===== config.mk =====
export PLATFORM = sky130hd
export DESIGN_NAME = t08_i2c_port
export DESIGN_NICKNAME = d
export VERILOG_FILES = /design/src/verilog/t08_pkg.sv /design/src/verilog/t08_i2c_port.sv
export SDC_FILE = /design/constraint.sdc
export NUM_CORES = 1
export LEC_CHECK = 0
export BUFFER_PORTS_ARGS = -buffer_cell sky130_fd_sc_hd__buf_4
export CORE_MARGIN = 2
export CORE_UTILIZATION = 44
export DETAILED_ROUTE_END_ITERATION = 12
export MAX_ROUTING_LAYER = met4
export PLACE_DENSITY = 0.78
export SLEW_MARGIN = 10
export SYNTH_ARGS = -nofsm -noshare
export SYNTH_HDL_FRONTEND = slang
export SYNTH_SLANG_ARGS = --single-unit

===== constraint.sdc =====
create_clock -name clk -period 2.3 [get_ports clk]
set_clock_uncertainty 0.2 [all_clocks]
set_input_delay 0.46 -clock clk [delete_from_list [all_inputs] [get_ports clk]]
set_output_delay 0.46 -clock clk [all_outputs]
set_load 0.02 [all_outputs]

===== src/verilog/t08_pkg.sv =====
/*
 * shared constants for the memory subsystem: address map, funct3 codes,
 * access latencies, RAM geometry and handler state encodings
 */
package t08_pkg;

    // address map, byte addresses
    localparam logic [31:0] I2C_ADDRESS = 32'd923923;
    localparam logic [31:0] RAM_LIMIT   = 32'd2048;

    // RAM geometry, one entry per 32-bit word
    localparam int RAM_WORDS = 512;
    localparam int RAM_AW    = $clog2(RAM_WORDS);

    // load/store width codes from funct3
    localparam logic [2:0] F3_B  = 3'd0;
    localparam logic [2:0] F3_H  = 3'd1;
    localparam logic [2:0] F3_W  = 3'd2;
    localparam logic [2:0] F3_BU = 3'd4;
    localparam logic [2:0] F3_HU = 3'd5;

    // request to gdone, in cycles
    localparam int MEM_LATENCY = 2;
    localparam int MEM_CNT_W   = $clog2(MEM_LATENCY);
    // counter value in the last busy cycle
    localparam logic [MEM_CNT_W-1:0] MEM_CNT_LAST = MEM_CNT_W'(MEM_LATENCY - 2);

    // i2c_rd to done, in cycles
    localparam int I2C_LATENCY = 6;
    localparam int I2C_CNT_W   = $clog2(I2C_LATENCY);
    localparam logic [I2C_CNT_W-1:0] I2C_CNT_LAST = I2C_CNT_W'(I2C_LATENCY - 2);

    // pc advance per instruction
    localparam logic [31:0] PC_STEP = 32'd4;

    // handler FSM encodings
    localparam logic [2:0] ST_INC   = 3'd0;
    localparam logic [2:0] ST_FETCH = 3'd1;
    localparam logic [2:0] ST_FWAIT = 3'd2;
    localparam logic [2:0] ST_LORS  = 3'd3;
    localparam logic [2:0] ST_LWAIT = 3'd4;
    localparam logic [2:0] ST_REGOP = 3'd5;

endpackage

===== src/verilog/t08_i2c_port.sv =====
/*
 * peripheral port model: read transfer latency with done pulse,
 * sensor sample register and transmit register
 */
module t08_i2c_port (
    input  logic        clk,
    input  logic        nrst,
    input  logic        i2c_rd,
    input  logic        i2c_wr,
    input  logic [31:0] i2c_wdata,
    input  logic [31:0] sensor_data,
    output logic [31:0] i2c_rdata,
    output logic [31:0] i2c_tx,
    output logic        done
);

    logic [t08_pkg::I2C_CNT_W-1:0] cnt;
    logic busy;
    logic last;

    // final cycle of the transfer
    assign last = busy && (cnt == t08_pkg::I2C_CNT_LAST);

    always_ff @(posedge clk, negedge nrst) begin
        if (!nrst) begin
            busy   <= 1'b0;
            cnt    <= '0;
            done   <= 1'b0;
            i2c_tx <= '0;
        end else begin
            done <= last;
            if (i2c_rd) begin
                busy <= 1'b1;
                cnt  <= '0;
            end else if (last) begin
                busy <= 1'b0;
            end else if (busy) begin
                cnt <= cnt + 1'b1;
            end
            // writes complete at once
            if (i2c_wr) begin
                i2c_tx <= i2c_wdata;
            end
        end
    end

    // sample lands together with done
    always_ff @(posedge clk) begin
        if (last) begin
            i2c_rdata <= sensor_data;
        end
    end

endmodule


==> impl_metrics.csv <==
group,metric,value,unit
clock_network,clk_latency,0.32,ns
timing,tns,0,ns
routing,detail_route.wl_per_cell,14.8,um
clock_network,cts_tree,"built",
yosys,synth-compound-area-share,0.638,%
routing,drc,0,
die,dieWidth,80.1,um
global_route,antenna_found_initial,0,
routing,drtAntennaViolNets,0,
timing,period_needed,1.73,ns
critical_path,worst-path-stages,4,
routing,drt_iter0_markers,25,
critical_path,timing.rr.start,"cnt[0]$_DFFE_PN0P_",
clock_network,cts_sinks,69,
yosys,seq_area_frac_synth,74.0,%
status,status,"complete, no violations",
die,die_area,6420,sq um
routing,viasPerCell,4.61,
power,powerDensity,826,nW/um^2
clock_network,ctsResizeCount,0,
timing,rsz0062_at_grt,"false",
clock_network,clockRootBuffer,"clkbuf_8",
placed_design,dp_hpwl,3710,um
critical_path,crit_end,"i2c_rdata[27]$_DFFE_PP_",
critical_path,worstSetupPathType,"reg -> reg",
critical_path,cpMaxStageDelayCell,"dfrtp_1",
yosys,synth_cell_types,18,
die,initial_core_util,46.0,%
critical_path,reg2reg_depth,4,
clock_network,clkTransAtPathRegs,0.08,ns
finish,num_antenna_cells,0,
critical_path,slowest_delay,0.41,ns
clock_network,htreeDepth,3,
yosys,syn_nets,191,
global_route,grt_overflow,0,
yosys,synth_seq_cells,69,
timing,holdWs,0.106,ns
yosys,synthesis.instances,121,
die,pin_count,133,
critical_path,crit_fanout,33,
critical_path,crit_path_start,"cnt[0]$_DFFE_PN0P_",
timing,finalSetupViolCount,0,
timing,max_freq,0.578,GHz
die,dieHeight,80.1,um
clock_network,clk_path_buf_depth,2,
power,ir_drop,0.449,mV
hold_path,holdCritPathClass,"in -> reg",
routing,via_count,1564,
critical_path,cp_num_buf_inv,2,
placed_design,port_buffers,132,
finish,nets,332,
global_route,grt_pass1_wl,7510,um
critical_path,cp-end-kind,"flop",
critical_path,required,2.08,ns
yosys,synth_mux_area_share,19.4,%
clock_network,cts_hold_buf,1,
timing,hold_viol,0,
clock_network,numCtsBuffers,9,
global_route,grt_pass1_vias,1636,
global_route,grt_max_degree,38,
die,core_area,5540,sq um
critical_path,worstPathCellList,"inv_1, ha_1, and3_1, buf_4",
yosys,synth_top_family_by_area,"multiplexers",
placed_design,routabilityCongestion,0.673,
finish,drive_above_1_share,68.9,%
timing,slew_viol_final,0,
yosys,synth_area,2550,sq um
timing,slew_headroom,63.5,%
critical_path,crit_arrival,1.51,ns
finish,n_fill_cell,381,
clock_network,postCtsSetupBuffers,0,
yosys,synth_fa_ha_area_share,0.981,%
critical_path,rr_endpoint,"i2c_rdata[27]$_DFFE_PP_",
routing,wl,5020,um
finish,area_growth,49.9,%
critical_path,reg2reg_setup_slack,0.57,ns
die,core.rowCount,27,
timing,tightest_slew,0.547,ns
critical_path,critPathLaunchType,"flop",
global_route,grtUsageTotal,16.2,%
yosys,synthXorXnorAreaFrac,0,%
timing,period_share,75.3,%
yosys,avgSynthCellArea,21.1,sq um
power,p_leak,1.80,nW
critical_path,critPathTopFamily,"buffers and inverters",
job,cap_violations,0,
routing,firstDrtPassIters,6,
yosys,yosysWarnings,0,
yosys,synth_simple_gate_area_share,1.96,%
[power breakdown]
| part | switching [mW] | internal [mW] |
|---|---|---|
| registers | 0.0544 | 1.41 |
| logic | 0.245 | 0.287 |
| clock network | 0.441 | 0.725 |
[sequential cells by signal (all words and copies together) (netlist names)]
name and flops:
cnt 3, i2c_rdata 32, i2c_tx 32, done 1, busy 1
[cell usage in the layout (no fill, tap or decap), drive strengths merged, types with 2 or more instances in the layout]
cell type / n
clkinvlp: 2
clkbuf: 9
dfrtp: 37
bufinv: 3
inv: 3
edfxtp: 32
ha: 2
buf: 133
mux2: 33
nand2b: 2
[worst min path at each step]
stage,end,cells past startpoint,startpoint,slack (ns)
detailed placement,i2c_tx[0]$_DFFE_PN0P_,1,nrst,0.25
finish,i2c_rdata[12]$_DFFE_PP_,1,sensor_data[12],0.11
global route,i2c_rdata[6]$_DFFE_PP_,1,sensor_data[6],0.08
CTS,i2c_rdata[6]$_DFFE_PP_,1,sensor_data[6],0.09
global placement,i2c_tx[0]$_DFFE_PN0P_,1,nrst,0.25
floorplan,busy$_DFFE_PN0P_,0,nrst,-0.04
[final cells by class]
cell class	instances	area (sq um)	share of cell area, %
Clock buffer	9	124	3.24
Clock inverter	7	123	3.21
Inverter	2	7.51	0.196
Multi-Input combinational cell	46	586	15.3
Sequential cell	69	1890	49.3
Tap cell	72	90.1	2.36
Timing Repair Buffer	134	1010	26.4
[routing by layer]
layer / track usage [%] / up-vias / wire (um)
li1: - / 721 / -
met1: 20.8 / 724 / 2180
met2: 23.8 / 113 / 2160
met3: 4.61 / 6 / 622
met4: 7.63 / 0 / 60
met5: - / - / 0
[cell families after synthesis]
logic type	count (synthesis)
compound gates	2
fa+ha+maj	2
buf+inv	6
flops	69
mux	34
simple gates	8
[cell usage after synthesis]
| cell type | instances | share of area, % |
|---|---|---|
| dfrtp_1 | 37 | 36 |
| edfxtp_1 | 32 | 38 |
| mux2_4 | 30 | 18 |
| buf_12 | 3 | 2.4 |
| mux2_2 | 3 | 1.3 |
| ha_1 | 2 | 0.98 |
| inv_1 | 2 | 0.29 |
| nand2b_1 | 2 | 0.49 |
| a21boi_2 | 1 | 0.44 |
| a21oi_1 | 1 | 0.20 |
| and3_1 | 1 | 0.25 |
| and4b_1 | 1 | 0.39 |
| buf_6 | 1 | 0.44 |
| mux2i_1 | 1 | 0.39 |
| nor2_1 | 1 | 0.15 |
| nor2b_1 | 1 | 0.25 |
| nor3_1 | 1 | 0.20 |
| or2_2 | 1 | 0.25 |
[per-stage QoR]
step / instance area (sq um) / std cells / utilization (%) / power (mW) / worst slack, ns
2_1_floorplan: 2550 / 121 / - / 1.76 / 0.225
3_5_place_dp: 3570 / 322 / 64.4 / 2.02 / 0.577
4_1_cts: 3820 / 339 / 69.0 / 3.20 / 0.564
6_report: 3820 / 339 / 69.0 / 3.16 / 0.569
5_1_grt: 3820 / 339 / 69.0 / 3.29 / 0.496
3_3_place_gp: 3570 / 322 / 64.4 / 2.01 / 0.614
Note: power is estimated with default switching activity, not from simulation.
