## config.mk

```make
export PLATFORM = sky130hd
export DESIGN_NAME = t08_handler
export DESIGN_NICKNAME = d
export VERILOG_FILES = /design/src/verilog/t08_pkg.sv /design/src/verilog/t08_handler.sv
export SDC_FILE = /design/constraint.sdc
export NUM_CORES = 1
export LEC_CHECK = 0
export BUFFER_PORTS_ARGS = -buffer_cell sky130_fd_sc_hd__buf_2
export CAP_MARGIN = 20
export CORE_MARGIN = 3
export CORE_UTILIZATION = 43
export DETAILED_ROUTE_END_ITERATION = 16
export PLACE_DENSITY = 0.86
export SLEW_MARGIN = 20
export SYNTH_ARGS = -nofsm -noshare
export SYNTH_HDL_FRONTEND = slang
export SYNTH_SLANG_ARGS = --single-unit
```

## constraint.sdc

```tcl
create_clock -name clk -period 1.8 [get_ports clk]
set_input_delay 0.27 -clock clk [delete_from_list [all_inputs] [get_ports clk]]
set_output_delay 0.27 -clock clk [all_outputs]
set_load 0.01 [all_outputs]
```

## src/verilog/t08_pkg.sv

```systemverilog
/*
 * shared constants for the memory subsystem: address map, funct3 codes,
 * access latencies, RAM geometry and handler state encodings
 */
package t08_pkg;

    // address map, byte addresses
    localparam logic [31:0] I2C_ADDRESS = 32'd923923;
    localparam logic [31:0] RAM_LIMIT   = 32'd2048;

    // RAM geometry, one entry per 32-bit word
    localparam int RAM_WORDS = 512;
    localparam int RAM_AW    = $clog2(RAM_WORDS);

    // load/store width codes from funct3
    localparam logic [2:0] F3_B  = 3'd0;
    localparam logic [2:0] F3_H  = 3'd1;
    localparam logic [2:0] F3_W  = 3'd2;
    localparam logic [2:0] F3_BU = 3'd4;
    localparam logic [2:0] F3_HU = 3'd5;

    // request to gdone, in cycles
    localparam int MEM_LATENCY = 2;
    localparam int MEM_CNT_W   = $clog2(MEM_LATENCY);
    // counter value in the last busy cycle
    localparam logic [MEM_CNT_W-1:0] MEM_CNT_LAST = MEM_CNT_W'(MEM_LATENCY - 2);

    // i2c_rd to done, in cycles
    localparam int I2C_LATENCY = 6;
    localparam int I2C_CNT_W   = $clog2(I2C_LATENCY);
    localparam logic [I2C_CNT_W-1:0] I2C_CNT_LAST = I2C_CNT_W'(I2C_LATENCY - 2);

    // pc advance per instruction
    localparam logic [31:0] PC_STEP = 32'd4;

    // handler FSM encodings
    localparam logic [2:0] ST_INC   = 3'd0;
    localparam logic [2:0] ST_FETCH = 3'd1;
    localparam logic [2:0] ST_FWAIT = 3'd2;
    localparam logic [2:0] ST_LORS  = 3'd3;
    localparam logic [2:0] ST_LWAIT = 3'd4;
    localparam logic [2:0] ST_REGOP = 3'd5;

endpackage
```

## src/verilog/t08_handler.sv

```systemverilog
/*
 * memory handler FSM: fetch, then optional load or store per instruction,
 * store data formatting and load sign/zero extension by funct3
 */
module t08_handler (
    input  logic        clk,
    input  logic        nrst,
    input  logic        write,
    input  logic        read,
    input  logic        gdone,
    input  logic        done,
    input  logic [2:0]  func3,
    input  logic [31:0] fromregister,
    input  logic [31:0] frommem,
    input  logic [31:0] mem_address,
    input  logic [31:0] counter,
    output logic [31:0] toreg,
    output logic [31:0] tomem,
    output logic [31:0] addressnew,
    output logic [31:0] instruction,
    output logic        writeout,
    output logic        readout,
    output logic        counter_on
);

    logic [2:0]  state;
    logic [2:0]  next_state;
    logic [31:0] next_toreg;
    logic [31:0] next_tomem;
    logic [31:0] next_addressnew;
    logic [31:0] next_instruction;
    logic        next_readout;
    logic        next_writeout;
    logic        done_seen;
    logic        next_done_seen;
    logic [31:0] store_word;
    logic [31:0] load_word;
    logic        is_ram;
    logic        is_i2c;
    logic        load_ready;

    // store data, narrow stores zero-extend into a full word
    always_comb begin
        case (func3)
            t08_pkg::F3_B: store_word = {24'b0, fromregister[7:0]};
            t08_pkg::F3_H: store_word = {16'b0, fromregister[15:0]};
            default:       store_word = fromregister;
        endcase
    end

    // load data, signed forms extend from the top bit of the field
    always_comb begin
        case (func3)
            t08_pkg::F3_B:  load_word = {{24{frommem[7]}}, frommem[7:0]};
            t08_pkg::F3_H:  load_word = {{16{frommem[15]}}, frommem[15:0]};
            t08_pkg::F3_BU: load_word = {24'b0, frommem[7:0]};
            t08_pkg::F3_HU: load_word = {16'b0, frommem[15:0]};
            // LW and anything else
            default:        load_word = frommem;
        endcase
    end

    // target of the current data access
    assign is_ram = addressnew < t08_pkg::RAM_LIMIT;
    assign is_i2c = addressnew == t08_pkg::I2C_ADDRESS;
    // peripheral loads hold REGOP until the transfer is done
    assign load_ready = !is_i2c || done || done_seen;

    always_comb begin
        next_state       = state;
        next_toreg       = toreg;
        next_tomem       = tomem;
        next_addressnew  = addressnew;
        next_instruction = instruction;
        next_readout     = readout;
        next_writeout    = writeout;
        // done may arrive while still in LWAIT
        next_done_seen   = done_seen || done;

        case (state)
            t08_pkg::ST_INC: begin
                // out of reset the pulse is raised one cycle late
                if (counter_on) begin
                    next_state = t08_pkg::ST_FETCH;
                end
            end
            t08_pkg::ST_FETCH: begin
                next_addressnew = counter;
                next_readout    = 1'b1;
                next_state      = t08_pkg::ST_FWAIT;
            end
            t08_pkg::ST_FWAIT: begin
                if (gdone) begin
                    next_instruction = frommem;
                    next_readout     = 1'b0;
                    next_state       = t08_pkg::ST_LORS;
                end
            end
            t08_pkg::ST_LORS: begin
                next_done_seen = 1'b0;
                if (write) begin
                    next_addressnew = mem_address;
                    next_tomem      = store_word;
                    next_writeout   = 1'b1;
                    next_state      = t08_pkg::ST_LWAIT;
                end else if (read) begin
                    next_addressnew = mem_address;
                    next_readout    = 1'b1;
                    next_state      = t08_pkg::ST_LWAIT;
                end else begin
                    // no data access this instruction
                    next_state = t08_pkg::ST_INC;
                end
            end
            t08_pkg::ST_LWAIT: begin
                if (gdone) begin
                    next_readout  = 1'b0;
                    next_writeout = 1'b0;
                    // stores end here, loads go on to REGOP
                    next_state = writeout ? t08_pkg::ST_INC : t08_pkg::ST_REGOP;
                end
            end
            t08_pkg::ST_REGOP: begin
                if (load_ready) begin
                    // unmapped addresses read as zero
                    next_toreg = (is_ram || is_i2c) ? load_word : 32'b0;
                    next_state = t08_pkg::ST_INC;
                end
            end
            default: begin
                next_readout  = 1'b0;
                next_writeout = 1'b0;
                next_state    = t08_pkg::ST_INC;
            end
        endcase
    end

    always_ff @(posedge clk, negedge nrst) begin
        if (!nrst) begin
            state       <= t08_pkg::ST_INC;
            toreg       <= '0;
            tomem       <= '0;
            addressnew  <= '0;
            instruction <= '0;
            readout     <= 1'b0;
            writeout    <= 1'b0;
            counter_on  <= 1'b0;
            done_seen   <= 1'b0;
        end else begin
            state       <= next_state;
            toreg       <= next_toreg;
            tomem       <= next_tomem;
            addressnew  <= next_addressnew;
            instruction <= next_instruction;
            readout     <= next_readout;
            writeout    <= next_writeout;
            // high for the one INC cycle that advances the pc
            counter_on  <= (next_state == t08_pkg::ST_INC);
            done_seen   <= next_done_seen;
        end
    end

endmodule

```

==> flow_summary.toml <==
[status]
outcome = "finished with violations"
violations = "negative setup slack"

[timing]
drv_slew = 0
final-setup-viol-count = 31
maxSlewHeadroom_pct = 66.42
fin_ws_ns = -0.06864
worstMarginPinSlew_ns = 0.5037
skew_ns = 0.006647
max_freq_mhz = 535.1
rsz0062_at_grt = "yes"
min_period_ns = 1.869
period_share_pct = 103.8
finalHoldViolCount = 0

[global_route]
grt_pass1_wl_um = 27630
antenna_found_initial = 1
grt_max_degree = 65
top_usage_layer = "met2"
grt.met2_usage_pct = 42.50
gr-usage-met3_pct = 6.721
met1_usage_pct = 27.23
gr-usage-all-layers_pct = 24.00
grt_pass1_vias = 5283
overflow = 0

[floorplan]
die_y_um = 124.1
coreArea_sq_um = 13450
rows = 42
ioPinCount = 268
die-width_um = 124.1
start_util_pct = 44.61
dieArea_sq_um = 15410

[synthesis]
ys_seq_elements = 135
syn_avg_cell_area_sq_um = 11.17
seq_area_frac_synth_pct = 56.30
synth_flop_cell = "dfrtp_1"
synthCells = 537
yosysWarnings = 0
syn-cell-area_sq_um = 6001
postSynth.asyncResetShare_pct = 100.0
synth_edf_count = 0
syn_nets = 674
ys_types = 42

[detailed_routing]
finalWirelength_um = 18540
postRouteAntennaNets = 0
vias = 5318
first_pass_iters = 7
first_iter_violations = 282
drc_errors = 0
wl_per_cell_um = 18.24
vias_per_cell = 5.234

[clocking]
cts_tree = "built"
cts.sinks = 135
cts_max_path_buffers = 2
cts_made_buffers = 17
insertion_delay_ns = 0.42
ctsRootBufferMaster = "clkbuf_16"
cts_max_level = 4
clkTransAtPathRegs_ns = 0.06

[cells_and_area]
drive_above_1_share_pct = 50.54
multiInputGateArea_sq_um = 2485
nets = 964
final_common_cell = "buf_2"
seq_area_sq_um = 3378
final.fill_count = 1039
fin_cells = 1016
final_cell_mix = "buf_2 (266), dfrtp_1 (135), nand2_1 (85), o21ai_0 (60), mux2_2 (38)"
area_growth_pct = 43.14

[power]
combPwrFrac_pct = 37.0
switching_share_pct = 34.53
p_clk_share_pct = 27.1
power.switching_uw = 4666
power_density_nw_per_um2 = 1573
finalPower_uw = 13510
p_leak_uw = 0.004237
p_int_uw = 8847
ir_worst_vdd_uv = 987.0
seqPwrFrac_pct = 35.9

[setup_path]
cp_max_fo = 27
critPathKind = "reg2reg"
end_kind = "flip-flop"
required_ns = 2.12
crit_path_start_kind = "flip-flop"
critPathLaunch = "addressnew[16]"
crit_arrival_ns = 2.18
reg2reg_from = "addressnew[16]"
r2r_slack_ns = -0.07

[placed_design]
dp_hpwl_um = 13340
io_buffers = 267
gp_congestion = 0.8019
place_ws_ns = -0.1858
dp.cells = 979

[hold_path]
hold_class = "in2reg"
min-delay-start = "fromregister[2]"

[run]
drv_cap = 0
==> cells in the mapped netlist, types with 2 or more instances <==
cell | number | share of area, %
nand2_1 | 85 | 5.3
mux2i_1 | 33 | 5.5
or2_2 | 3 | 0.31
a21oi_1 | 28 | 2.3
mux2_1 | 2 | 0.38
nor2b_1 | 2 | 0.21
clkbuf_1 | 17 | 1.1
mux2_2 | 38 | 7.1
o32ai_2 | 20 | 5.4
buf_2 | 20 | 1.7
nand3b_1 | 2 | 0.25
o21ai_0 | 60 | 5.0
and3b_1 | 2 | 0.29
dfrtp_1 | 135 | 56
inv_1 | 35 | 2.2
buf_1 | 2 | 0.13
nand4_1 | 2 | 0.21
nor2_1 | 6 | 0.38
nand4bb_1 | 2 | 0.38
nand3_1 | 7 | 0.58
nor4_1 | 4 | 0.42
o22ai_1 | 7 | 0.73
nand2b_1 | 2 | 0.21
o32ai_1 | 5 | 0.73
==> path summary, 6_finish.rpt <==
kind,endpoint,cells after the start
min in group asynchronous,instruction[17],2
setup reg to reg,toreg[30],6
hold / removal,tomem[2],2
max in group asynchronous,addressnew[19],3
setup / recovery,toreg[30],6
hold reg to reg,tomem[8],2
==> critical path, cell delays in order (launching register included) <==
cell	delay (ns)
dfrtp_1	0.40
nor4_1	0.45
and4_1	0.31
buf_4	0.15
a31oi_4	0.10
buf_12	0.20
o32ai_2	0.15
==> final cells by class <==
cell class,instances,share of cell area (%)
diodes,1,0.02913
clock buffers,19,5.273
clock inverters,12,2.039
inverters,36,1.573
multi-input cells,330,28.93
flip-flops and latches,135,39.33
well taps,176,2.564
repair buffers,307,20.26
==> flip-flops by register name, summed over array words and instances (netlist names) <==
name / count
writeout: 1
counter_on: 1
instruction: 32
readout: 1
state: 3
toreg: 32
addressnew: 32
tomem: 32
done_seen: 1
==> metrics by stage <==
step / instance area (sq um) / util, % / hold slack (ns) / TNS (ns)
finish: 8589 / 63.85 / 0.08280 / -1.336
global route: 8589 / 63.85 / 0.06738 / -3.107
CTS: 8562 / 63.64 / 0.06226 / -4.288
detailed placement: 7790 / 57.91 / 0.1985 / -3.498
global placement: 7790 / 57.91 / 0.1973 / -2.434
floorplan: 6001 / - / -0.02559 / -0.2321
==> routing by layer <==
metal	up-vias	routed length [um]
li1	2468	-
met1	2550	6763
met2	268	9685
met3	32	1571
met4	0	515
met5	-	0
==> logic make-up (layout without fill, tap and decap cells) <==
logic type / count (synthesis) / count (layout) / synth area share (%)
DFF: 135 / 135 / 56.30
AOI/OAI and AO/OA: 127 / 130 / 15.22
and+or+nand+nor: 126 / 126 / 10.22
muxes: 73 / 73 / 13.01
buffers and inverters: 75 / 374 / 5.109
xor gates and xnor gates: 1 / 1 / 0.1460
other: 0 / 1 / 0
==> repair_timing <==
item,4_1_cts,5_1_grt
pin swaps,10,15
gates resized for setup,16,4
endpoints found under the setup margin,33,35
setup buffers,1,0
hold buffers,1,0
gates cloned,3,0
hold endpoints to repair,34,0
==> power by group through the flow <==
stage          Sequential, uW  Combinational, uW  Clock, uW
3_3_place_gp             4780               4740          0
6_report                 4850               5000       3660
2_1_floorplan            5340               2090          0
4_1_cts                  4840               5020       3720
3_5_place_dp             4870               4860          0
5_1_grt                  5000               5490       3830
No activity file was read; power rests on OpenSTA's default activity.
