**config.mk**
```make
export PLATFORM = sky130hd
export DESIGN_NAME = t08_program_counter
export DESIGN_NICKNAME = d
export VERILOG_FILES = /design/src/verilog/t08_pkg.sv /design/src/verilog/t08_program_counter.sv
export SDC_FILE = /design/constraint.sdc
export NUM_CORES = 1
export LEC_CHECK = 0
export ABC_AREA = 1
export BUFFER_PORTS_ARGS = -buffer_cell sky130_fd_sc_hd__clkbuf_2
export CAP_MARGIN = 15
export CORE_ASPECT_RATIO = 0.8
export CORE_MARGIN = 2
export CORE_UTILIZATION = 54
export DETAILED_ROUTE_END_ITERATION = 10
export GPL_TIMING_DRIVEN = 0
export PLACE_DENSITY = 0.83
export SETUP_SLACK_MARGIN = 0.3
export SLEW_MARGIN = 20
export SYNTH_ARGS = -nofsm -noshare
export SYNTH_HDL_FRONTEND = slang
export SYNTH_SLANG_ARGS = --single-unit
```
**constraint.sdc**
```tcl
create_clock -name clk -period 1.42 [get_ports clk]
set_input_delay 0.284 -clock clk [delete_from_list [all_inputs] [get_ports clk]]
set_output_delay 0.284 -clock clk [all_outputs]
set_load 0.01 [all_outputs]
```
**src/verilog/t08_pkg.sv**
```systemverilog
/*
 * shared constants for the memory subsystem: address map, funct3 codes,
 * access latencies, RAM geometry and handler state encodings
 */
package t08_pkg;

    // address map, byte addresses
    localparam logic [31:0] I2C_ADDRESS = 32'd923923;
    localparam logic [31:0] RAM_LIMIT   = 32'd2048;

    // RAM geometry, one entry per 32-bit word
    localparam int RAM_WORDS = 512;
    localparam int RAM_AW    = $clog2(RAM_WORDS);

    // load/store width codes from funct3
    localparam logic [2:0] F3_B  = 3'd0;
    localparam logic [2:0] F3_H  = 3'd1;
    localparam logic [2:0] F3_W  = 3'd2;
    localparam logic [2:0] F3_BU = 3'd4;
    localparam logic [2:0] F3_HU = 3'd5;

    // request to gdone, in cycles
    localparam int MEM_LATENCY = 2;
    localparam int MEM_CNT_W   = $clog2(MEM_LATENCY);
    // counter value in the last busy cycle
    localparam logic [MEM_CNT_W-1:0] MEM_CNT_LAST = MEM_CNT_W'(MEM_LATENCY - 2);

    // i2c_rd to done, in cycles
    localparam int I2C_LATENCY = 6;
    localparam int I2C_CNT_W   = $clog2(I2C_LATENCY);
    localparam logic [I2C_CNT_W-1:0] I2C_CNT_LAST = I2C_CNT_W'(I2C_LATENCY - 2);

    // pc advance per instruction
    localparam logic [31:0] PC_STEP = 32'd4;

    // handler FSM encodings
    localparam logic [2:0] ST_INC   = 3'd0;
    localparam logic [2:0] ST_FETCH = 3'd1;
    localparam logic [2:0] ST_FWAIT = 3'd2;
    localparam logic [2:0] ST_LORS  = 3'd3;
    localparam logic [2:0] ST_LWAIT = 3'd4;
    localparam logic [2:0] ST_REGOP = 3'd5;

endpackage
```
**src/verilog/t08_program_counter.sv**
```systemverilog
/*
 * program counter, one word step per counter_on pulse,
 * first pulse after reset leaves it at zero
 */
module t08_program_counter (
    input  logic        clk,
    input  logic        nrst,
    input  logic        counter_on,
    output logic [31:0] counter
);

    // set until the first counter_on pulse has been seen
    logic first_pulse;

    always_ff @(posedge clk, negedge nrst) begin
        if (!nrst) begin
            counter     <= '0;
            first_pulse <= 1'b1;
        end else if (counter_on) begin
            if (first_pulse) begin
                // first instruction fetches from address 0
                first_pulse <= 1'b0;
            end else begin
                // next sequential instruction
                counter <= counter + t08_pkg::PC_STEP;
            end
        end
    end

endmodule

```
==> key figures, run 1 <==
Cells and area
  • Commonest non-fill, non-tap cell in the layout: nand2_1
  • Layout cells sized above 1: 40.9%
  • Diodes inserted: 0
  • Nets: 279
  • P&R area growth vs syn: 39.9%
  • Fill count: 191
  • Most frequent cells in the layout: nand2_1 (61), buf_4 (28), dfrtp_1 (24)

Clock tree
  • Clock slew at reported path FFs: 0.07 ns
  • CTS H-tree depth: 2
  • Clock tree sinks: 31
  • CTS buffer count: 5
  • Clk buf depth: 2
  • Post-CTS Hold Fix Bufs: 0
  • CTS root buf: clkbuf_8
  • CTS tree: done
  • Clk_lat worst skew: 0.29 ns

Synth
  • Register bit total from synthesis: 31
  • Synth Area in Simple Gates: 36.9%
  • Asr flop ratio synth: 100%
  • Post-synthesis compound-gate area fraction: 1.19%
  • Synth warn: 0
  • Synth Flop Type: dfrtp_1
  • Average footprint of a synthesized cell: 8.18 µm²
  • Main combinational cell family by area after synthesis: simple AND/OR/NAND/NOR gates
  • Cell variety after synth: 23
  • Adder-Cell Fraction of Synth Area: 0.746%
  • Register area share after synthesis: 46.3%
  • Mux cell area share after synthesis: 0%
  • Post-synth EDFFs: 0
  • Synth Instances: 205
  • Cell Area, Synth: 1680 µm²
  • Synth Area in XOR/XNOR: 7.84%

Timing
  • Period Utilization, post-route: 108%
  • Max-slew violation count: 0
  • WHS: 0.0609 ns
  • Relative slew margins: 47.7%
  • Peak Freq: 650 MHz
  • Least-Margin Pin Slew: 0.784 ns
  • Worst Slack Setup Final: -0.119 ns
  • Tmin final: 1.54 ns
  • Final-report hold violation count: 0
  • # setup viols final: 17
  • RSZ-0062 raised after global routing: true
  • Clk_skew: 0.00603 ns

Floorplanning
  • Die Width: 66.3 µm
  • Row cnt: 18
  • Die Span Y: 53.8 µm
  • Die area: 3570 µm²
  • # IOs: 35
  • Initial core utilization: 55.6%
  • Core Area: 3020 µm²

Setup path
  • Worst Setup End Kind: register
  • CP startpoint kind: register
  • Req. time, crit path: 1.60 ns
  • Arrival time worst endpoint: 1.72 ns
  • Crit-path max FO: 5
  • Setup slack, reg-to-reg: -0.12 ns
  • Crit Path Category: register to register

Global routing
  • Grt ovf: 0
  • Vias in the first global route: 1,395
  • Largest net degree at the start of global routing: 32
  • Initial antenna violation count: 0
  • First-pass GRT wire length: 6270 µm
  • GRT Resource Usage Total: 24.3%

Power and ir drop
  • Clk pwr share: 29.7%
  • Leakage power: 1.15 nW
  • Max VDD drop: 959 µV
  • Pwr Density: 1110 nW/µm²
  • Combinational share of power: 28.9%
  • PnR Total Power: 0.00259 W
  • Pint: 0.00181 W
  • Sw power: 0.000790 W
  • Sequential power share: 41.4%
  • Switching share of power: 30.4%

Job
  • Max Cap Viol: 0

Routing
  • Starting DRT DRC Count: 186
  • Via count: 1,705
  • Remaining DRCs: 0
  • Drt first pass iters: 7
  • Routed wire length: 5080 µm
  • Routed WL per cell: 16.1 µm
  • Final ANT Viol Nets: 0
  • Vias per cell: 5.40

Placement
  • Port bufs: 32
  • Post-Place Setup Slack: -0.0356 ns
  • Detail Placement HPWL: 2470 µm
  • Routability cong.: 0.777

Worst hold path
  • Hold/Removal Path Class: input port to async pin

Run status
  • Status: finished, violations left
  • Failing checks: negative setup slack
==> per-stage QoR <==
stage	instances	area, µm²	utilization, %	setup TNS [ns]
6_report	316	2340	77.7	-0.695
5_1_grt	316	2340	77.7	-1.77
4_1_cts	302	2180	72.1	0
3_5_place_dp	278	1930	63.9	-0.108
3_3_place_gp	278	1930	63.9	0
2_1_floorplan	206	1720	-	0
==> cells in the mapped netlist (2+ instances only) <==
cell type	number	area [µm²]
nand2_1	67	251
dfrtp_1	30	751
inv_1	24	90.1
nand3_1	15	75.1
nor2_1	14	52.6
xnor2_1	10	87.6
nor2_4	7	78.8
nor2_2	5	31.3
xor2_1	5	43.8
nand4_1	4	25.0
o21ai_0	4	20.0
nand2_2	3	18.8
nand3b_1	3	22.5
buf_4	2	15.0
inv_2	2	7.51
nand3_2	2	20.0
nor3_1	2	10.0
==> critical path, stage by stage (launching register included) <==
cell and delay (ns):
dfrtp_1 0.39, buf_4 0.14, nand3_1 0.18, nor2_4 0.19, nand3_2 0.12, nor2_4 0.17
nand2_1 0.09, nand2_1 0.09, nand2_1 0.05
==> repair_timing <==
action | in CTS | in global routing
gates resized for setup | 9 | 32
buffers inserted | 16 | 14
pin swaps | 9 | 12
endpoints found under the setup margin | 46 | 58
==> worst paths after layout <==
| check | end | from | depth (start not counted) |
|---|---|---|---|
| max | counter[25]$_DFFE_PN0P_ | counter[3]$_DFFE_PN0P_ | 8 |
| min reg2reg | counter[7]$_DFFE_PN0P_ | counter[7]$_DFFE_PN0P_ | 1 |
| min in group clk | first_pulse$_DFFE_PN1P_ | counter_on | 2 |
| max in group asynchronous | counter[22]$_DFFE_PN0P_ | nrst | 1 |
| max reg2reg | counter[25]$_DFFE_PN0P_ | counter[3]$_DFFE_PN0P_ | 8 |
| min | counter[2]$_DFFE_PN0P_ | nrst | 1 |
==> cell families after synthesis <==
logic type	count (synthesis)
fa+ha+maj	1
other cells	1
simple gates	125
xor+xnor	15
buf+inv	28
compound gates	4
flops	31
==> per-layer routing <==
| layer | track usage, % | vias to the layer above | share of wire, % |
|---|---|---|---|
| met3 | 6.49 | 42 | 9.1 |
| met2 | 40.5 | 114 | 47 |
| met1 | 30.3 | 782 | 38 |
| met5 | 0 | - | 0 |
| li1 | - | 767 | - |
| met4 | 10.5 | 0 | 5.5 |
==> power by group through the flow <==
| stage | combinational (W) | clock [W] | sequential (W) |
|---|---|---|---|
| finish | 0.000751 | 0.000770 | 0.00107 |
| detailed placement | 0.000380 | 0 | 0.00110 |
| global route | 0.000798 | 0.000821 | 0.00108 |
| CTS | 0.000601 | 0.000756 | 0.00107 |
| global placement | 0.000362 | 0 | 0.00109 |
| floorplan | 0.000201 | 0 | 0.00112 |
==> sequential cells by signal (all words and copies together), names as in the netlist <==
name and count:
counter 30, first_pulse 1
==> final cells by class <==
cell class / count / area (µm²) / area share, %
multi-input combinational: 147 / 860 / 36.7
inverter: 26 / 97.6 / 4.16
buffer: 2 / 15.0 / 0.640
timing repair buffer: 62 / 438 / 18.7
sequential: 31 / 785 / 33.5
tap: 40 / 50.0 / 2.13
clock buffer: 8 / 100 / 4.27
Note: power is estimated with default switching activity, not from simulation.
==> run 2, diff against run 1 <==
--- a/config.mk
+++ b/config.mk
@@ -8,12 +8,12 @@
 export ABC_AREA = 1
 export BUFFER_PORTS_ARGS = -buffer_cell sky130_fd_sc_hd__clkbuf_2
 export CAP_MARGIN = 15
-export CORE_ASPECT_RATIO = 0.8
+export CORE_ASPECT_RATIO = 0.9
 export CORE_MARGIN = 2
-export CORE_UTILIZATION = 54
+export CORE_UTILIZATION = 45
 export DETAILED_ROUTE_END_ITERATION = 10
 export GPL_TIMING_DRIVEN = 0
-export PLACE_DENSITY = 0.83
+export PLACE_DENSITY = 0.72
 export SETUP_SLACK_MARGIN = 0.3
 export SLEW_MARGIN = 20
 export SYNTH_ARGS = -nofsm -noshare
==> run 2 against run 1 <==
Effect of this change:
- the flow now finishes without violations
- flip-flop and latch count did not move
- final area increased by 2.2%
- die area is 19% higher
- highest routed layer unchanged
==> key figures, run 2 (synthesized netlist as in run 1, its figures left out) <==
Timing
  • Final-report hold violation count: 0
  • Max-slew violation count: 0
  • Least-Margin Pin Slew: 0.771 ns
  • # setup viols final: 0
  • Period Utilization, post-route: 96.9%
  • Tmin final: 1.38 ns
  • Worst Slack Setup Final: 0.0438 ns
  • Total negative slack: 0 ns
  • Peak Freq: 727 MHz
  • Relative slew margins: 48.6%
  • RSZ-0062 raised after global routing: true
  • Clk_skew: 0.00582 ns

Power and ir drop
  • Sw power: 0.000743 W
  • Pint: 0.00168 W
  • Leakage power: 1.18 nW
  • Clk pwr share: 27.7%
  • Max VDD drop: 952 µV
  • Pwr Density: 1010 nW/µm²
  • Switching share of power: 30.7%
  • Sequential power share: 44.9%
  • Combinational share of power: 27.4%

Routing
  • Remaining DRCs: 0
  • Via count: 1,503
  • Starting DRT DRC Count: 95
  • Vias per cell: 4.62
  • Routed WL per cell: 12.1 µm
  • Routed wire length: 3950 µm
  • Final ANT Viol Nets: 0
  • Drt first pass iters: 4

Clock tree
  • CTS root buf: clkbuf_8
  • Clock slew at reported path FFs: 0.06 ns
  • CTS H-tree depth: 2
  • Clk buf depth: 2
  • Clock tree sinks: 31
  • CTS buffer count: 5
  • CTS tree: done
  • Clk_lat worst skew: 0.29 ns

Global routing
  • First-pass GRT wire length: 6220 µm
  • Initial antenna violation count: 0
  • GRT Resource Usage Total: 20.6%
  • Grt ovf: 0
  • Largest net degree at the start of global routing: 32
  • Vias in the first global route: 1,371

Setup path
  • Reg-to-Reg Start: counter[3]$_DFFE_PN0P_
  • R2r endpoint: counter[24]$_DFFE_PN0P_
  • Crit path launch: counter[3]$_DFFE_PN0P_
  • Arrival time worst endpoint: 1.55 ns
  • FF-to-FF path depth: 8
  • Req. time, crit path: 1.60 ns
  • Worst Setup End Kind: register
  • Crit Path Category: register to register
  • Setup slack, reg-to-reg: 0.04 ns
  • CP startpoint kind: register
  • Crit-path max FO: 6

Placement
  • Routability cong.: 0.771
  • Detail Placement HPWL: 2500 µm
  • Post-Place Setup Slack: -0.0644 ns
  • Area after DPL: 1940 µm²
  • Port bufs: 32

Floorplanning
  • Die Width: 68.3 µm
  • Row cnt: 21
  • Die Span Y: 61.9 µm
  • Die area: 4230 µm²
  • # IOs: 35
  • Initial core utilization: 45.9%
  • Core Area: 3650 µm²

Cells and area
  • Most frequent cells in the layout: nand2_1 (63), buf_4 (30), inv_1 (24)
  • P&R area growth vs syn: 43.0%
  • Layout cells sized above 1: 41.6%
  • Design area: 2400 µm²
  • Nets: 282
  • Top reg by flops: counter
  • Fill count: 298
  • Regs by FF count: counter: 30 flops, first_pulse: 1 flops
  • Diodes inserted: 0
  • Commonest non-fill, non-tap cell in the layout: nand2_1
  • Largest register FFs: 30

Job
  • Max Cap Viol: 0

Worst hold path
  • Hold/Removal Path Class: input port to async pin

Run status
  • Status: completed
run 2: changes by cell type in the layout (fill, tap and decap cells not counted), moves of 2 or more:
cell,before,now
clkbuf_2,13,5
buf_2,13,18
buf_6,10,14
buf_4,28,30
clkbuf_8,7,5
nand2_1,61,63
nand2_2,9,7
nor2_1,12,10
nor2_2,5,7
run 2: repair_timing:
action / 4_1_cts / 5_1_grt
setup endpoints to repair: 53 / 58
setup buffers: 25 / 8
pin swaps: 9 / 9
hold buffers: 0 / 0
resized for setup: 7 / 47
run 2: metal layers:
metal,GRT usage (%),vias to the layer above,wire [µm]
met5,0,-,0
met4,8.00,0,34
met3,6.31,3,159
met2,33.3,28,1970
met1,26.1,696,1790
li1,-,776,-
run 2: stage by stage:
| stage | cells | utilization (%) | total power, W | hold WS, ns |
|---|---|---|---|---|
| 2_1_floorplan | 206 | - | 0.00132 | -0.0116 |
| 3_3_place_gp | 284 | 53.0 | 0.00146 | 0.391 |
| 3_5_place_dp | 284 | 53.0 | 0.00147 | 0.390 |
| 4_1_cts | 317 | 61.4 | 0.00231 | 0.0843 |
| 5_1_grt | 325 | 65.6 | 0.00255 | 0.121 |
| 6_report | 325 | 65.6 | 0.00242 | 0.0611 |
run 2: worst max path at each step:
stage | to
finish | counter[24]$_DFFE_PN0P_
detailed placement | counter[24]$_DFFE_PN0P_
floorplan | counter[24]$_DFFE_PN0P_
global placement | counter[24]$_DFFE_PN0P_
CTS | counter[24]$_DFFE_PN0P_
global route | counter[24]$_DFFE_PN0P_
run 2: area by class of cell:
cell class,count,area (µm²),area share [%]
timing repair buffer,65,483,20.1
clock buffer,7,76.3,3.18
clock inverter,1,5.00,0.209
multi-input combinational,147,877,36.6
inverter,26,97.6,4.07
buffer,2,15.0,0.626
tap,46,57.6,2.40
sequential,31,786,32.8
run 2: power groups by stage:
stage	Clock, W	Combinational [W]	Sequential (W)
final	0.000671	0.000664	0.00109
after global routing	0.000732	0.000718	0.00110
after CTS	0.000678	0.000551	0.00108
after detailed placement	0	0.000377	0.00110
after global placement	0	0.000364	0.00109
after floorplan	0	0.000201	0.00112
run 2: critical path: stages (launching register included):
cell and delay [ns]:
dfrtp_1 0.41, ha_4 0.17, nand3_4 0.09, nor2_4 0.13, nand3_4 0.14, nor2_4 0.16
nand2_1 0.07, nand2_1 0.06, nand2_1 0.05
==> run 3, diff against run 2 <==
--- a/config.mk
+++ b/config.mk
@@ -14,6 +14,7 @@
 export DETAILED_ROUTE_END_ITERATION = 10
 export GPL_TIMING_DRIVEN = 0
 export PLACE_DENSITY = 0.72
+export RECOVER_POWER = 50
 export SETUP_SLACK_MARGIN = 0.3
 export SLEW_MARGIN = 20
 export SYNTH_ARGS = -nofsm -noshare
==> constraint.sdc (replaced) <==
create_clock -name clk -period 1.6 [get_ports clk]
set_input_delay 0.32 -clock clk [delete_from_list [all_inputs] [get_ports clk]]
set_output_delay 0.32 -clock clk [all_outputs]
set_load 0.01 [all_outputs]
==> run 3 against run 2 <==
Effect of this change:
- sequential power fell by 14%
- wire length fell by 12%
- sequential share of layout area rose by 3.4 points
- final area fell by 10%
- setup slack improved by 0.16 ns
- largest cell class unchanged
==> key figures, run 3 (synthesized netlist as in run 1, its figures left out) <==
Cells and area
  • Layout cells sized above 1: 29.2%
  • Largest register FFs: 30
  • Sequential cell area: 781 µm²
  • Regs by FF count: counter: 30 flops, first_pulse: 1 flops
  • Most frequent cells in the layout: nand2_1 (66), dfrtp_1 (27), inv_1 (25)
  • Diodes inserted: 0
  • Footprint of the multi-input gates: 806 µm²
  • P&R area growth vs syn: 28.7%
  • Top reg by flops: counter
  • Nets: 270
  • Fill count: 321
  • Commonest non-fill, non-tap cell in the layout: nand2_1

Run status
  • Status: completed

Floorplanning
  • Die area: 4230 µm²
  • Die Span Y: 61.9 µm
  • Core Area: 3650 µm²
  • Row cnt: 21
  • Initial core utilization: 45.9%
  • # IOs: 35
  • Die Width: 68.3 µm

Timing
  • Final-report hold violation count: 0
  • Max-slew violation count: 0
  • Period Utilization, post-route: 87.3%
  • Worst Slack Setup Final: 0.203 ns
  • RSZ-0062 raised after global routing: true
  • Tmin final: 1.40 ns
  • Least-Margin Pin Slew: 0.769 ns
  • # setup viols final: 0
  • Peak Freq: 716 MHz
  • Relative slew margins: 48.8%
  • WHS: 0.0966 ns
  • Clk_skew: 0.00867 ns
  • Total negative slack: 0 ns

Global routing
  • Largest net degree at the start of global routing: 32
  • Grt ovf: 0
  • Vias in the first global route: 1,316
  • Initial antenna violation count: 0
  • GRT Resource Usage Total: 18.8%
  • First-pass GRT wire length: 5840 µm

Setup path
  • Arrival time worst endpoint: 1.62 ns
  • Crit-path max FO: 6
  • Crit Path Category: register to register
  • Worst Setup End Kind: register
  • Req. time, crit path: 1.82 ns
  • CP startpoint kind: register

Routing
  • Via count: 1,440
  • Drt first pass iters: 4
  • Final ANT Viol Nets: 0
  • Remaining DRCs: 0
  • Routed wire length: 3480 µm
  • Routed WL per cell: 11.1 µm
  • Vias per cell: 4.60
  • Starting DRT DRC Count: 66

Placement
  • Routability cong.: 0.752
  • Port bufs: 32
  • Post-Place Setup Slack: 0.137 ns
  • Detail Placement HPWL: 2460 µm

Clock tree
  • Clk_lat worst skew: 0.29 ns
  • CTS buffer count: 5
  • Post-CTS Hold Fix Bufs: 0
  • Clock slew at reported path FFs: 0.07 ns
  • CTS root buf: clkbuf_8
  • CTS tree: done
  • Clk buf depth: 2
  • CTS H-tree depth: 2
  • Clock tree sinks: 31

Power and ir drop
  • PnR Total Power: 0.00206 W
  • Leakage power: 1.03 nW
  • Max VDD drop: 646 µV
  • Pwr Density: 954 nW/µm²

Job
  • Max Cap Viol: 0

Worst hold path
  • Hold/Removal Path Class: input port to async pin
[run 3: cell count changes in the layout (fill, tap and decap cells not counted), moves of 3 or more]
| cell | delta |
|---|---|
| buf_2 | -18 |
| nand2_1 | +3 |
| dfrtp_1 | +4 |
| buf_6 | -11 |
| nand2_2 | -3 |
| dfrtp_2 | -4 |
| clkbuf_1 | +10 |
| buf_4 | -9 |
| clkbuf_2 | +16 |
[run 3: final timing paths]
path / to / cells after the start / slack [ns] / startpoint
worst max-delay path: counter[18]$_DFFE_PN0P_ / 8 / 0.20 / counter[2]$_DFFE_PN0P_
worst min-delay path: counter[20]$_DFFE_PN0P_ / 1 / 0.1 / nrst
worst max register to register: counter[18]$_DFFE_PN0P_ / 8 / 0.20 / counter[2]$_DFFE_PN0P_
worst min register to register: counter[8]$_DFFE_PN0P_ / 1 / 0.50 / counter[8]$_DFFE_PN0P_
max in group asynchronous: counter[9]$_DFFE_PN0P_ / 1 / 0.97 / nrst
min in group clk: first_pulse$_DFFE_PN1P_ / 2 / 0.24 / counter_on
[run 3: what timing repair did]
item,4_1_cts,5_1_grt
endpoints found under the setup margin,16,24
gates resized for setup,4,10
pin swaps,10,2
setup buffers,15,6
[run 3: routing by layer]
layer	global-route usage [%]	wire, µm
met1	25.5	1630
met5	0	0
met4	9.14	82
met2	28.6	1610
met3	4.50	150
[run 3: area by class of cell]
class,instances,share of cell area (%)
tap,46,2.67
clock inverter,1,0.232
sequential,31,36.2
multi-input combinational,147,37.4
inverter,26,4.52
clock buffer,7,3.54
buffer,2,0.696
timing repair buffer,53,14.8
[run 3: worst max-delay path: stages (launching register included)]
cell and delay, ns:
dfrtp_1 0.37, ha_1 0.20, nand3_4 0.09, nor2_4 0.16, nand3_4 0.14, nor2_4 0.15, buf_4 0.13, nand2_1 0.04
nand2_1 0.05
[run 3: through the flow]
step	utilization, %	area [µm²]	std cells
floorplan	-	1680	206
global placement	52.0	1900	284
detailed placement	52.0	1900	284
CTS	57.6	2100	307
global route	59.1	2160	313
finish	59.1	2160	313
[run 3: power breakdown]
| group | leakage [nW] | total (W) | internal, W | switching (W) |
|---|---|---|---|---|
| Clock | 0.0422 | 0.000587 | 0.000304 | 0.000282 |
| Sequential | 0.409 | 0.000938 | 0.000860 | 0.0000775 |
| Combinational | 0.580 | 0.000533 | 0.000284 | 0.000248 |
| Total | 1.03 | 0.00206 | 0.00145 | 0.000608 |
